===== config.mk =====
export PLATFORM = sky130hd
export DESIGN_NAME = periph_top
export DESIGN_NICKNAME = d
export VERILOG_FILES = /design/src/hw/periph_pkg.sv /design/src/hw/byte_peri.sv /design/src/hw/gpio_ctrl.sv /design/src/hw/periph_decode.sv /design/src/hw/periph_return.sv /design/src/hw/periph_top.sv
export SDC_FILE = /design/constraint.sdc
export NUM_CORES = 1
export LEC_CHECK = 0
export ABC_AREA = 1
export BUFFER_PORTS_ARGS = -buffer_cell sky130_fd_sc_hd__buf_2
export CORE_MARGIN = 2
export CORE_UTILIZATION = 55
export DETAILED_ROUTE_END_ITERATION = 10
export GPL_TIMING_DRIVEN = 1
export PLACE_DENSITY = 0.83
export SLEW_MARGIN = 30
export SYNTH_ARGS = -nofsm -noshare
export SYNTH_HDL_FRONTEND = slang
export SYNTH_SLANG_ARGS = --single-unit
export TNS_END_PERCENT = 1

===== constraint.sdc =====
create_clock -name clk -period 1.5 [get_ports clk]
set_input_delay 0.075 -clock clk [delete_from_list [all_inputs] [get_ports clk]]
set_output_delay 0.075 -clock clk [all_outputs]
set_load 0.005 [all_outputs]

===== src/hw/periph_pkg.sv =====
// Peripheral hub shared definitions
// Address map, bus widths, slot count and the decoded address word
`default_nettype none

package periph_pkg;

    // Bus and register widths
    localparam int ADDR_W     = 11;
    localparam int DATA_W     = 32;
    localparam int BYTE_W     = 8;

    // Simple byte peripheral slots, only the first few are populated
    localparam int NUM_SLOTS  = 4;
    localparam int SLOT_IDX_W = 4;
    localparam int REG_IDX_W  = 4;

    // Output function select, bit 4 picks a simple slot
    localparam int                FSEL_W    = 5;
    localparam logic [FSEL_W-1:0] FSEL_GPIO = 5'd1;

    // Address map
    localparam logic [4:0] GPIO_BLOCK    = 5'd1;
    localparam logic [1:0] SIMPLE_REGION = 2'd2;
    localparam logic [5:0] GPIO_OUT_OFS  = 6'h00;
    localparam logic [5:0] GPIO_IN_OFS   = 6'h04;
    localparam logic [5:0] GPIO_FSEL_OFS = 6'h20;

    // No access on the read or write request lines
    localparam logic [1:0] REQ_NONE = 2'b11;

    // One address word, seen as a simple slot access or a GPIO block access
    typedef union packed {
        struct packed {
            logic [1:0]            region;
            logic                  spare;
            logic [SLOT_IDX_W-1:0] slot;
            logic [REG_IDX_W-1:0]  reg_idx;
        } simple;
        struct packed {
            logic [4:0] block;
            logic [5:0] ofs;
        } gpio;
    } periph_addr_t;

endpackage

`default_nettype wire


===== src/hw/byte_peri.sv =====
// Simple byte peripheral
// Output register on the pins, a scratch register and input pin read-back
`default_nettype none
`timescale 1ns/10ps

module byte_peri (
    input  logic                                clk,
    input  logic                                rst_n,
    input  logic                                i_wr,
    input  logic [periph_pkg::REG_IDX_W-1:0]    i_reg_idx,
    input  logic [periph_pkg::BYTE_W-1:0]       i_data,
    input  logic [periph_pkg::BYTE_W-1:0]       i_ui_in,
    output logic [periph_pkg::BYTE_W-1:0]       o_rd_data,
    output logic [periph_pkg::BYTE_W-1:0]       o_uo_out
);

    logic [periph_pkg::BYTE_W-1:0] out_q;
    logic [periph_pkg::BYTE_W-1:0] scratch_q;

    always_ff @(posedge clk) begin
        if (!rst_n) begin
            out_q     <= '0;
            scratch_q <= '0;
        end else if (i_wr) begin
            case (i_reg_idx)
                4'd0:    out_q     <= i_data;
                4'd1:    scratch_q <= i_data;
                default: ;
            endcase
        end
    end

    // Reads are combinational
    always_comb begin
        case (i_reg_idx)
            4'd0:    o_rd_data = out_q;
            4'd1:    o_rd_data = scratch_q;
            4'd2:    o_rd_data = i_ui_in;
            default: o_rd_data = '0;
        endcase
    end

    assign o_uo_out = out_q;

endmodule

`default_nettype wire


===== src/hw/gpio_ctrl.sv =====
// GPIO block
// Output register, per-pin function select and routing of the output pins
`default_nettype none
`timescale 1ns/10ps

module gpio_ctrl (
    input  logic                            clk,
    input  logic                            rst_n,
    input  logic                            i_gpio_sel,
    input  logic [5:0]                      i_gpio_ofs,
    input  logic [1:0]                      i_write_n,
    input  logic [periph_pkg::BYTE_W-1:0]   i_data,
    input  logic [periph_pkg::BYTE_W-1:0]   i_ui_in,
    input  logic [periph_pkg::BYTE_W-1:0]   i_slot_uo_out [periph_pkg::NUM_SLOTS],
    output logic [periph_pkg::BYTE_W-1:0]   o_gpio_rd_data,
    output logic [periph_pkg::BYTE_W-1:0]   o_uo_out
);

    logic [periph_pkg::BYTE_W-1:0] gpio_out_q;
    logic [periph_pkg::FSEL_W-1:0] fsel_q [periph_pkg::BYTE_W];

    logic       wr_en;
    logic       out_hit;
    logic       fsel_hit;
    logic [2:0] fsel_pin;

    assign wr_en   = i_gpio_sel && (i_write_n != periph_pkg::REQ_NONE);
    assign out_hit = (i_gpio_ofs == periph_pkg::GPIO_OUT_OFS);

    // Select registers are word spaced from 0x20, so bits 5, 1 and 0 decode the range
    assign fsel_hit = ((i_gpio_ofs & 6'h23) == periph_pkg::GPIO_FSEL_OFS);
    assign fsel_pin = i_gpio_ofs[4:2];

    always_ff @(posedge clk) begin
        if (!rst_n) begin
            gpio_out_q <= '0;
            for (int n = 0; n < periph_pkg::BYTE_W; n++) begin
                fsel_q[n] <= periph_pkg::FSEL_GPIO;
            end
        end else if (wr_en) begin
            if (out_hit) begin
                gpio_out_q <= i_data;
            end
            if (fsel_hit) begin
                fsel_q[fsel_pin] <= i_data[periph_pkg::FSEL_W-1:0];
            end
        end
    end

    // Read-back
    always_comb begin
        if (out_hit) begin
            o_gpio_rd_data = gpio_out_q;
        end else if (i_gpio_ofs == periph_pkg::GPIO_IN_OFS) begin
            o_gpio_rd_data = i_ui_in;
        end else if (fsel_hit) begin
            o_gpio_rd_data = {{(periph_pkg::BYTE_W - periph_pkg::FSEL_W){1'b0}},
                              fsel_q[fsel_pin]};
        end else begin
            o_gpio_rd_data = '0;
        end
    end

    // Each pin picks its source on its own
    for (genvar n = 0; n < periph_pkg::BYTE_W; n++) begin : g_pin
        logic [periph_pkg::SLOT_IDX_W-1:0] src_slot;
        logic                              from_slot;

        assign src_slot  = fsel_q[n][periph_pkg::SLOT_IDX_W-1:0];
        assign from_slot = fsel_q[n][periph_pkg::FSEL_W-1] &&
                           (src_slot < periph_pkg::NUM_SLOTS);

        // Unknown codes and empty slots drive the pin low
        assign o_uo_out[n] =
            (fsel_q[n] == periph_pkg::FSEL_GPIO) ? gpio_out_q[n] :
            from_slot ? i_slot_uo_out[src_slot[$clog2(periph_pkg::NUM_SLOTS)-1:0]][n] :
            1'b0;
    end

endmodule

`default_nettype wire


===== src/hw/periph_decode.sv =====
// Peripheral address decoder
// Region selects, slot and register index, and per-slot write strobes
`default_nettype none
`timescale 1ns/10ps

module periph_decode (
    input  periph_pkg::periph_addr_t              i_addr,
    input  logic [1:0]                            i_write_n,
    output logic                                  o_gpio_sel,
    output logic                                  o_simple_sel,
    output logic [periph_pkg::SLOT_IDX_W-1:0]     o_slot_idx,
    output logic [periph_pkg::REG_IDX_W-1:0]      o_reg_idx,
    output logic [5:0]                            o_gpio_ofs,
    output logic [periph_pkg::NUM_SLOTS-1:0]      o_slot_wr
);

    logic wr_req;

    assign wr_req = (i_write_n != periph_pkg::REQ_NONE);

    // GPIO block sits in the low space, so the two selects never overlap
    assign o_gpio_sel   = (i_addr.gpio.block == periph_pkg::GPIO_BLOCK);
    assign o_simple_sel = (i_addr.simple.region == periph_pkg::SIMPLE_REGION);

    // Slot view of the address
    assign o_slot_idx = i_addr.simple.slot;
    assign o_reg_idx  = i_addr.simple.reg_idx;

    // GPIO view of the address
    assign o_gpio_ofs = i_addr.gpio.ofs;

    // Only populated slots get a strobe, empty slots ignore writes
    always_comb begin
        for (int s = 0; s < periph_pkg::NUM_SLOTS; s++) begin
            o_slot_wr[s] = wr_req && o_simple_sel && (i_addr.simple.slot == s);
        end
    end

endmodule

`default_nettype wire


===== src/hw/periph_return.sv =====
// Read return path
// Read-data mux, captured read data held until completion, data ready
`default_nettype none
`timescale 1ns/10ps

module periph_return (
    input  logic                                clk,
    input  logic                                rst_n,
    input  logic [1:0]                          i_read_n,
    input  logic [1:0]                          i_write_n,
    input  logic                                i_read_complete,
    input  logic                                i_gpio_sel,
    input  logic                                i_simple_sel,
    input  logic [periph_pkg::SLOT_IDX_W-1:0]   i_slot_idx,
    input  logic [periph_pkg::BYTE_W-1:0]       i_gpio_rd_data,
    input  logic [periph_pkg::BYTE_W-1:0]       i_slot_rd_data [periph_pkg::NUM_SLOTS],
    output logic [periph_pkg::DATA_W-1:0]       o_data,
    output logic                                o_data_ready
);

    logic [periph_pkg::DATA_W-1:0] data_q;
    logic                          hold_q;
    logic                          data_ready_q;

    logic                          read_req;
    logic                          read_act;
    logic [periph_pkg::BYTE_W-1:0] rd_byte;

    assign read_req = (i_read_n != periph_pkg::REQ_NONE);

    // Mask the request while a result is already on its way to the core
    assign read_act = read_req && !data_ready_q;

    always_comb begin
        if (i_gpio_sel) begin
            rd_byte = i_gpio_rd_data;
        end else if (i_simple_sel && (i_slot_idx < periph_pkg::NUM_SLOTS)) begin
            rd_byte = i_slot_rd_data[i_slot_idx[$clog2(periph_pkg::NUM_SLOTS)-1:0]];
        end else begin
            rd_byte = '0;
        end
    end

    always_ff @(posedge clk) begin
        if (!rst_n) begin
            hold_q       <= 1'b0;
            data_ready_q <= 1'b0;
        end else begin
            if (i_read_complete) begin
                hold_q <= 1'b0;
            end
            // Capture wins over a completion in the same cycle
            if (!hold_q && read_act) begin
                hold_q <= 1'b1;
            end
            data_ready_q <= read_req;
        end
    end

    always_ff @(posedge clk) begin
        if (!hold_q && read_act) begin
            data_q <= {{(periph_pkg::DATA_W - periph_pkg::BYTE_W){1'b0}}, rd_byte};
        end
    end

    assign o_data       = data_q;
    assign o_data_ready = data_ready_q || (i_write_n != periph_pkg::REQ_NONE);

endmodule

`default_nettype wire


===== src/hw/periph_top.sv =====
// Byte-wide peripheral hub
// Address decode, GPIO block, simple byte slots and the read return path
`default_nettype none
`timescale 1ns/10ps

module periph_top (
    input  logic                              clk,
    input  logic                              rst_n,
    input  logic [periph_pkg::BYTE_W-1:0]     i_ui_in,
    input  logic [periph_pkg::ADDR_W-1:0]     i_addr,
    input  logic [periph_pkg::DATA_W-1:0]     i_data,
    input  logic [1:0]                        i_write_n,
    input  logic [1:0]                        i_read_n,
    input  logic                              i_read_complete,
    output logic [periph_pkg::BYTE_W-1:0]     o_uo_out,
    output logic [periph_pkg::DATA_W-1:0]     o_data,
    output logic                              o_data_ready
);

    logic                                gpio_sel;
    logic                                simple_sel;
    logic [periph_pkg::SLOT_IDX_W-1:0]   slot_idx;
    logic [periph_pkg::REG_IDX_W-1:0]    reg_idx;
    logic [5:0]                          gpio_ofs;
    logic [periph_pkg::NUM_SLOTS-1:0]    slot_wr;
    logic [periph_pkg::BYTE_W-1:0]       gpio_rd_data;

    // Per-slot read data and pin outputs
    logic [periph_pkg::BYTE_W-1:0]       slot_rd_data [periph_pkg::NUM_SLOTS];
    logic [periph_pkg::BYTE_W-1:0]       slot_uo_out  [periph_pkg::NUM_SLOTS];

    periph_decode periph_decode_inst (
        .i_addr       (periph_pkg::periph_addr_t'(i_addr)),
        .i_write_n    (i_write_n),
        .o_gpio_sel   (gpio_sel),
        .o_simple_sel (simple_sel),
        .o_slot_idx   (slot_idx),
        .o_reg_idx    (reg_idx),
        .o_gpio_ofs   (gpio_ofs),
        .o_slot_wr    (slot_wr)
    );

    gpio_ctrl gpio_ctrl_inst (
        .clk            (clk),
        .rst_n          (rst_n),
        .i_gpio_sel     (gpio_sel),
        .i_gpio_ofs     (gpio_ofs),
        .i_write_n      (i_write_n),
        .i_data         (i_data[periph_pkg::BYTE_W-1:0]),
        .i_ui_in        (i_ui_in),
        .i_slot_uo_out  (slot_uo_out),
        .o_gpio_rd_data (gpio_rd_data),
        .o_uo_out       (o_uo_out)
    );

    // Populated simple slots, all sharing the same byte register layout
    for (genvar s = 0; s < periph_pkg::NUM_SLOTS; s++) begin : g_slot
        byte_peri byte_peri_inst (
            .clk       (clk),
            .rst_n     (rst_n),
            .i_wr      (slot_wr[s]),
            .i_reg_idx (reg_idx),
            .i_data    (i_data[periph_pkg::BYTE_W-1:0]),
            .i_ui_in   (i_ui_in),
            .o_rd_data (slot_rd_data[s]),
            .o_uo_out  (slot_uo_out[s])
        );
    end

    periph_return periph_return_inst (
        .clk             (clk),
        .rst_n           (rst_n),
        .i_read_n        (i_read_n),
        .i_write_n       (i_write_n),
        .i_read_complete (i_read_complete),
        .i_gpio_sel      (gpio_sel),
        .i_simple_sel    (simple_sel),
        .i_slot_idx      (slot_idx),
        .i_gpio_rd_data  (gpio_rd_data),
        .i_slot_rd_data  (slot_rd_data),
        .o_data          (o_data),
        .o_data_ready    (o_data_ready)
    );

endmodule

`default_nettype wire


==> results of run 1 <==
-- stage by stage --
step           TNS, ns  worst slack (ns)   util
3_3_place_gp     -3.24           -0.0897  0.602
6_report         -1.50            -0.265  0.669
3_5_place_dp     -7.23            -0.172  0.602
4_1_cts          -1.46            -0.241  0.656
2_1_floorplan        0             0.144      -
5_1_grt          -2.32            -0.335  0.669
-- where the power goes --
group | switching (mW) | internal [mW]
sequential | 0.0643 | 3.53
combinational | 0.516 | 0.254
clock | 1.46 | 2.63
-- critical path, stage by stage (launching register included) --
cell and delay, ns:
edfxtp_1 0.44, buf_6 0.16, a21oi_2 0.11, o21ai_1 0.07, nand2_1 0.09, a21oi_2 0.07, nor3_2 0.18, buf_2 0.14
-- cells in the final DEF (no fill, tap or decap), drive strengths merged --
master / Yosys / layout
bufinv: 0 / 3
nor3: 9 / 9
clkinv: 1 / 7
clkbuf: 13 / 23
inv: 108 / 108
a21oi: 38 / 38
nor2: 184 / 184
nand4: 1 / 1
buf: 58 / 97
o21ai: 48 / 48
nand3: 159 / 159
nand2: 222 / 222
nor4: 11 / 11
dlygate4sd3: 0 / 3
a31oi: 1 / 1
conb: 1 / 24
dfxtp: 74 / 74
edfxtp: 48 / 48
-- sequential cells by signal (all words and copies together), names as in the netlist --
signal,cells
g_slot.byte_peri_inst.o_uo_out,32
periph_return_inst.hold_q,1
g_slot.byte_peri_inst.scratch_q,32
periph_return_inst.o_data,8
periph_return_inst.data_ready_q,1
gpio_ctrl_inst.gpio_out_q,8
gpio_ctrl_inst.fsel_q,40
-- final cells by class --
cell class	instances	area (µm²)	share of cell area
Sequential cell	122	2920	0.364
Inverter	109	412	0.0512
Tap cell	147	184	0.0229
Clock inverter	9	121	0.0151
Multi-Input combinational cell	697	3230	0.402
Clock buffer	23	458	0.0570
Timing Repair Buffer	100	703	0.0875
-- metal layers --
layer | wire length (µm) | global-route usage
met5 | 0 | 0
met4 | 959 | 0.190
met3 | 2120 | 0.0743
met2 | 9710 | 0.504
met1 | 7930 | 0.403
-- what timing repair did --
item,4_1_cts,5_1_grt
pin swaps,5,7
hold buffers,3,0
resized for setup,7,34
hold endpoints to repair,2,0
buffers inserted,2,5
endpoints found under the setup margin,8,10
-- final timing paths --
kind	cells after the start	end	slack (ns)
setup / recovery	7	o_uo_out[0]	-0.26
hold / removal	3	g_slot[1].byte_peri_inst.scratch_q[5]$_SDFFE_PN0P_	0.03
setup reg to reg	9	periph_return_inst.o_data[0]$_DFFE_PP_	0
hold reg to reg	2	g_slot[0].byte_peri_inst.scratch_q[0]$_SDFFE_PN0P_	0.49
-- cell families (layout without fill, tap and decap cells) --
logic type	after synthesis	in the layout	share of synthesized area
and+or+nand+nor	586	586	0.380
buffers and inverters	180	241	0.123
AOI/OAI and AO/OA	87	87	0.0645
other	1	24	0.000554
DFF	122	122	0.432
==> run_results.csv, run 1 <==
group,metric,value,unit
outcome,status,"finished with violations",
outcome,violations,"setup timing",
synth,synthFlopType,"dfxtp_1",
final_layout,syn2layout_area_growth,18.7,%
die,start_util,0.563,
clocking,htreeDepth,4,
route,drt_iter0_drc,941,
synth,yosys-top-cells-area,"dfxtp_1 (22%), edfxtp_1 (21%), nand3_1 (12%)",
synth,synth_edf_count,48,
critical_path,arrival,1.69,ns
sta,fin_crit_sh,1.18,
critical_path,critPathKind,"reg -> out",
sta,timing.final.crit_period,1.76,ns
route,dr.pass1.iters,6,
final_layout,nNetsFinal,1105,
synth,avgSynthCellArea,6.93,µm²
final_layout,layout-drive-gt1-share,0.176,
synth,synthTopCellsByCount,"nand2_1 (207), nor2_1 (177), nand3_1 (158)",
pwr,vdd_drop_max,0.000878,V
die,die-area,0.0132,mm²
clocking,cts_sinks,122,
sta,hold_violations,0,
sta,maxClockFrequency,0.567,GHz
final_layout,instances_no_fill,1207,
critical_path,rr_startpoint,"gpio_ctrl_inst.fsel_q[2][0]$_SDFFCE_PN1P_",
placement,gp_congestion,0.958,
critical_path,cp-startpoint,"gpio_ctrl_inst.fsel_q[0][0]$_SDFFCE_PN1P_",
synth,syn_area,0.00677,mm²
synth,synthMostInstantiatedCell,"nand2_1",
clocking,numCtsBuffers,17,
critical_path,start_kind,"flop",
final_layout,fillerInstances,1018,
placement,hpwl,14.4,mm
final_layout,stdcell_area,0.00803,mm²
die,die_h,115,µm
clocking,clock_path_buffers,2,
pwr,power.density,1050,mW/mm²
clocking,clock-root-buffer,"clkbuf_16",
synth,yosysTopAreaCellShare,0.219,
pwr,p_leak,3.73,nW
critical_path,required,1.42,ns
critical_path,cp-end-kind,"output port",
route,postRouteAntennaNets,0,
sta,drv_slew,0,
global_route,grt_pass1_wl,31.7,mm
die,io_pins,99,
global_route,overflow,0,
final_layout,antenna_cells,0,
placement,io_buffers,50,
synth,syn_inst,976,
sta,holdWs,0.0281,ns
synth,synth.largest_area_cell,"dfxtp_1",
critical_path,worstPathMaxFanout,3,
placement,dp.cells,1165,
sta,setup_slack,-0.265,ns
synth,yosysWarnings,0,
global_route,antenna_found_initial,0,
clocking,clk-insertion-delay-late,0.43,ns
hold_path,hp-class,"in -> reg",
global_route,grt_use_total,0.320,
synth,ys_async_sr_fraction,0,
global_route,grt_pass1_vias,6164,
route,viasPerCell,5.62,
die,num_rows,40,
clocking,clkSlewWorstSetupHoldPaths,0.05,ns
sta,setup_viol,9,
hold_path,hp-start,"i_data[5]",
synth,ys_types,27,
route,wl,20.7,mm
die,die_width,115,µm
route,drc,0,
job,drv_cap,0,
global_route,grt_max_degree,63,
synth,synth-seq-area-share,0.432,
route,avgRoutedWirePerCell,17.2,µm
sta,rsz0062_at_grt,"yes",
clocking,cts_tree,"done",
pwr,power,8.46,mW
sta,skew,0.0128,ns
synth,ys_ff_latch,122,
die,core,0.0120,mm²
placement,dpl_cell_area,0.00723,mm²
route,vias,6782,
Note: power is estimated with default switching activity, not from simulation.
==> inputs of run 2 (changes only) <==
ABC_AREA = 0   (was 1)
SYNTH_HIERARCHICAL = 1   (was not set)
==> run 2 against run 1 <==
Compared with the run above:
- sequential cell count is the same
- utilization increased by 4.5 points
- register-to-register slack got worse by 0.24 ns
- the run still ends with setup timing left
- largest power group unchanged
- sequential power about the same
- maximum frequency fell by 11%
- critical path type unchanged
- largest cell class unchanged
- combinational power up 27%
- clock power shrank 11%
- clock skew shrank 0.0019 ns
- final cell count fell by 17%
==> run_results.csv, run 2 <==
group,metric,value,unit
outcome,status,"finished with violations",
outcome,violations,"setup timing",
pwr,p_switching,2.19,mW
route,wl,22.7,mm
placement,gp_congestion,0.893,
pwr,power.density,910,mW/mm²
synth,ys_async_sr_fraction,0,
hold_path,hp-class,"in -> reg",
sta,maxClockFrequency,0.506,GHz
clocking,cts_sinks,122,
die,num_rows,41,
critical_path,start_kind,"flop",
final_layout,post-route-util,0.714,
global_route,grt_pass1_wl,34.6,mm
critical_path,ff2ff_setup_slack,-0.24,ns
final_layout,nNetsFinal,870,
critical_path,critPathKind,"reg -> out",
critical_path,arrival,1.90,ns
placement,hpwl,15.4,mm
synth,synthTopCellsByCount,"mux2i_1 (106), nand2_1 (106), dfxtp_1 (74)",
final_layout,final_common_cell,"nand2_1",
final_layout,syn2layout_area_growth,26.3,%
clocking,cts_tree,"done",
synth,syn_area,0.00716,mm²
route,viasPerCell,6.30,
synth,synthFlopType,"dfxtp_1",
critical_path,required,1.42,ns
synth,yosys-top-cells-area,"dfxtp_1 (21%), edfxtp_1 (20%), mux2i_1 (15%)",
sta,timing.final.crit_period,1.98,ns
pwr,intPower,6.03,mW
global_route,grt_pass1_vias,6314,
pwr,p_leak,3.88,nW
sta,rsz0062_at_grt,"yes",
sta,hold_violations,0,
route,vias,6283,
final_layout,multi_input_area,0.00408,mm²
final_layout,largest_register_ffs,40,
synth,yosysWarnings,6,
clocking,clock-root-buffer,"clkbuf_16",
clocking,clkSlewWorstSetupHoldPaths,0.05,ns
synth,synth-seq-area-share,0.408,
final_layout,regMostFlops,"gpio_ctrl_inst/fsel_q",
final_layout,final_cell_mix,"nand2_1 (106), mux2i_1 (104), buf_4 (95)",
clocking,htreeDepth,4,
job,drv_cap,0,
synth,ys_types,46,
sta,setup_viol,16,
die,die_width,118,µm
die,start_util,0.565,
critical_path,worstPathMaxFanout,2,
die,io_pins,99,
synth,yosysTopAreaCellShare,0.207,
final_layout,fillerInstances,802,
synth,ys_ff_latch,122,
clocking,clock_path_buffers,2,
global_route,overflow,0,
final_layout,regArea,0.00293,mm²
synth,synth_edf_count,48,
critical_path,rr_startpoint,"g_slot[1].byte_peri_inst/o_uo_out[2]$_SDFFE_PN0P_",
hold_path,whs_path_depth,3,
die,core,0.0127,mm²
synth,synth.largest_area_cell,"dfxtp_1",
global_route,antenna_found_initial,0,
sta,fin_crit_sh,1.32,
hold_path,hp-start,"i_data[7]",
clocking,clk-insertion-delay-late,0.43,ns
route,drt_iter0_drc,816,
final_layout,layout-drive-gt1-share,0.358,
sta,drv_slew,0,
die,die-area,0.0139,mm²
sta,setup_slack,-0.478,ns
global_route,grt_use_total,0.327,
critical_path,ff2ff_path_depth,5,
pwr,vdd_drop_max,0.000690,V
synth,syn_inst,686,
global_route,grt_max_degree,79,
pwr,p_clk_frac,0.445,
route,drc,0,
final_layout,antenna_cells,0,
synth,avgSynthCellArea,10.4,µm²
clocking,numCtsBuffers,17,
route,postRouteAntennaNets,0,
pwr,combPwrFrac,0.119,
route,dr.pass1.iters,8,
route,avgRoutedWirePerCell,22.8,µm
pwr,switching_share,0.267,
critical_path,cp-end-kind,"output port",
placement,io_buffers,50,
pwr,sequentialPowerShare,0.435,
die,die_h,118,µm
hold_path,hold_path_end,"g_slot[3].byte_peri_inst/scratch_q[7]$_SDFFE_PN0P_",
sta,skew,0.0109,ns
placement,pre_cts_ws,-0.451,ns
critical_path,r2r-end,"periph_return_inst/o_data[2]$_DFFE_PP_",
## run 2: cell count changes in the layout (fill, tap and decap cells not counted), moves of 11 or more
cell	before	now
a21oi_1	29	0
a22o_1	0	11
a2bb2oi_2	0	28
and2_1	0	33
buf_4	40	95
inv_1	98	1
mux2i_1	0	104
mux4_2	0	16
nand2_1	205	106
nand2_2	17	0
nand3_1	153	8
nor2_1	177	13
nor3_1	3	37
o21ai_0	41	3
## run 2: metrics by stage
step	cells	hold slack (ns)	TNS [ns]	power [mW]	instance area, µm²
final	997	0.00857	-4.16	8.23	9040
after global routing	997	0.00976	-4.58	8.43	9040
after CTS	997	0.00106	-3.58	8.18	8960
after detailed placement	958	0.294	-26.26	4.54	8280
after global placement	958	0.279	-17.00	4.51	8280
after floorplan	709	0.181	-6.82	4.24	7480
## run 2: power by group through the flow
stage	clock network, mW	registers (mW)	logic (mW)
6_report	3.66	3.58	0.981
5_1_grt	3.82	3.59	1.02
4_1_cts	3.67	3.58	0.935
3_5_place_dp	0	3.64	0.901
3_3_place_gp	0	3.64	0.868
2_1_floorplan	0	3.62	0.616
## run 2: how the worst max path moves through the flow
stage | start | end | slack, ns | depth (start not counted)
5_1_grt | gpio_ctrl_inst/fsel_q[6][0]$_SDFFCE_PN1P_ | o_uo_out[6] | -0.47 | 4
6_report | gpio_ctrl_inst/fsel_q[6][0]$_SDFFCE_PN1P_ | o_uo_out[6] | -0.48 | 4
2_1_floorplan | i_addr[7] | gpio_ctrl_inst/fsel_q[0][0]$_SDFFCE_PN1P_ | -0.13 | 7
3_3_place_gp | i_addr[1] | periph_return_inst/o_data[0]$_DFFE_PP_ | -0.39 | 8
4_1_cts | gpio_ctrl_inst/fsel_q[3][0]$_SDFFCE_PN1P_ | o_uo_out[3] | -0.40 | 5
3_5_place_dp | i_addr[1] | periph_return_inst/o_data[0]$_DFFE_PP_ | -0.45 | 8
## run 2: critical path: stages (launching register included)
cell and delay [ns]:
edfxtp_1 0.50, mux4_2 0.64, a21oi_2 0.15, nor3_1 0.06
buf_2 0.13
## run 2: area by class of cell
cell class | instances | area share
sequential | 122 | 0.324
clock inverter | 15 | 0.0113
clock buffer | 17 | 0.0471
timing repair buffer | 164 | 0.143
multi-input combinational | 506 | 0.451
tap | 172 | 0.0238
inverter | 1 | 0.000415
## run 2: per-layer routing
layer | global-route usage | vias up | routed length, µm
met5 | 0 | - | 0
met4 | 0.210 | 0 | 1450
met3 | 0.0761 | 113 | 2160
met2 | 0.526 | 419 | 10800
met1 | 0.392 | 3018 | 8370
li1 | - | 2733 | -
## run 2: logic make-up (layout without fill, tap and decap cells)
logic type      Yosys count  in the layout  synth area share
buf+inv                  81            197            0.0819
mux                     127            127             0.206
flops                   122            122             0.408
compound gates           97             97             0.102
other cells               1             24          0.000524
simple gates            258            258             0.201
## run 2: repair_timing
action                                  in CTS  in global routing
hold buffers                                 5                  0
endpoints found under the setup margin      16                 42
hold endpoints to repair                     7                  0
setup buffers                                2                  0
gates resized for setup                     27                 17
pin swaps                                    8                  2
==> inputs of run 3 (changes only) <==
CORE_UTILIZATION = 58   (was 55)
PLACE_DENSITY = 0.86   (was 0.83)
SETUP_SLACK_MARGIN = 0.02   (was not set)
==> run 3 against run 2 <==
Compared with the run above:
- critical endpoint unchanged
- first-iteration DRC count fell by 2.8%
- global-route usage rose by 3.7 points
- register-to-register slack got worse by 0.05 ns
- utilization rose by 4.8 points
- sequential power barely moved
- the flow still finishes with violations (setup timing)
- via count rose by 2.4%
- sequential share of layout area fell by 0.29 points
- critical path depth did not move
- combinational power barely moved
==> run_results.csv, run 3 (same netlist as run 2, synthesis figures left out) <==
group,metric,value,unit
critical_path,cp-startpoint,"gpio_ctrl_inst/fsel_q[6][0]$_SDFFCE_PN1P_",
route,viasPerCell,6.57,
die,die-area,0.0133,mm²
critical_path,cp-end-kind,"output port",
die,die_width,115,µm
final_layout,layout-drive-gt1-share,0.369,
route,wl,23.7,mm
route,vias,6436,
clocking,clk-insertion-delay-late,0.43,ns
global_route,grt_max_degree,64,
route,dr.pass1.iters,8,
clocking,cts_tree,"done",
pwr,vdd_drop_max,0.000902,V
critical_path,rr_startpoint,"gpio_ctrl_inst/fsel_q[6][0]$_SDFFCE_PN1P_",
die,io_pins,99,
die,start_util,0.596,
die,num_rows,40,
clocking,clock-root-buffer,"clkbuf_16",
placement,dpl_cell_area,0.00832,mm²
placement,io_buffers,50,
sta,timing.final.crit_period,1.90,ns
critical_path,arrival,1.82,ns
critical_path,critPathKind,"reg -> out",
clocking,clkSlewWorstSetupHoldPaths,0.06,ns
final_layout,largest_register_ffs,40,
sta,setup_viol,17,
global_route,grt_pass1_vias,6433,
pwr,p_leak,3.94,nW
clocking,clock_path_buffers,2,
sta,maxSlewHeadroom,0.664,
sta,holdWs,0.0910,ns
final_layout,syn2layout_area_growth,27.7,%
outcome,violations,"setup timing",
route,avgRoutedWirePerCell,24.2,µm
placement,hpwl,16.2,mm
sta,setup_tns,-4.12,ns
route,drc,0,
global_route,overflow,0,
final_layout,final_cell_mix,"nand2_1 (106), mux2i_1 (102), buf_4 (101)",
hold_path,hp-start,"i_data[3]",
hold_path,hp-class,"in -> reg",
clocking,numCtsBuffers,17,
final_layout,post-route-util,0.761,
critical_path,start_kind,"flop",
final_layout,antenna_cells,0,
pwr,power,8.76,mW
pwr,power.density,958,mW/mm²
clocking,htreeDepth,4,
placement,dp.cells,940,
final_layout,instances_no_fill,980,
critical_path,ff2ff_path_depth,5,
sta,drv_slew,0,
sta,fin_crit_sh,1.26,
critical_path,required,1.42,ns
placement,gp_congestion,0.986,
route,drt_iter0_drc,793,
route,postRouteAntennaNets,0,
global_route,grt_use_total,0.364,
critical_path,worstPathMaxFanout,2,
global_route,grt_pass1_wl,35.1,mm
die,die_h,115,µm
global_route,antenna_found_initial,0,
final_layout,nNetsFinal,878,
sta,maxClockFrequency,0.527,GHz
outcome,status,"finished with violations",
job,drv_cap,0,
clocking,cts_sinks,122,
final_layout,stdcell_area,0.00914,mm²
sta,rsz0062_at_grt,"yes",
sta,skew,0.00727,ns
placement,pre_cts_ws,-0.393,ns
final_layout,final_common_cell,"nand2_1",
final_layout,fillerInstances,686,
final_layout,regMostFlops,"gpio_ctrl_inst/fsel_q",
sta,setup_slack,-0.397,ns
die,core,0.0120,mm²
hold_path,whs_path_depth,3,
sta,worstMarginPinSlew,0.504,ns
sta,hold_violations,0,
[run 3: changes by cell type in the layout (fill, tap and decap cells not counted), sizes merged]
cell and delta:
clkinv -1, buf +7, inv -1, clkinvlp -1
dlygate4sd3 +1, bufinv +3
[run 3: final cells by class]
cell class | count | area, µm² | area share
inverters | 1 | 3.75 | 0.000411
multi-input cells | 506 | 4050 | 0.443
clock buffers | 17 | 425 | 0.0465
flip-flops and latches | 122 | 2930 | 0.321
clock inverters | 15 | 175 | 0.0192
repair buffers | 172 | 1370 | 0.149
well taps | 147 | 184 | 0.0201
[run 3: layer usage]
metal	part of all wire	GRT usage
met2	0.47	0.581
met4	0.086	0.294
met3	0.092	0.0880
met5	0	0
met1	0.35	0.418
[run 3: path summary, 6_finish.rpt]
path | endpoint | slack (ns)
hold / removal | gpio_ctrl_inst/gpio_out_q[3]$_SDFFE_PN0P_ | 0.09
setup reg to reg | periph_return_inst/o_data[0]$_DFFE_PP_ | -0.29
hold reg to reg | g_slot[2].byte_peri_inst/scratch_q[7]$_SDFFE_PN0P_ | 0.49
setup / recovery | o_uo_out[6] | -0.40
[run 3: timing repair]
action | in CTS | in global routing
endpoints found under the hold margin | 14 | 0
buffers inserted | 2 | 0
endpoints found under the setup margin | 16 | 22
pin swaps | 8 | 2
hold buffers | 6 | 0
gates resized for setup | 31 | 15
[run 3: critical path, stage by stage (launching register included)]
cell and delay [ns]:
edfxtp_1 0.44, mux4_2 0.59, a21oi_2 0.19, nor3_2 0.05, buf_2 0.12
[run 3: power breakdown]
group	switching [mW]	internal, mW
sequential	0.0641	3.52
clock	1.57	2.60
combinational	0.566	0.441
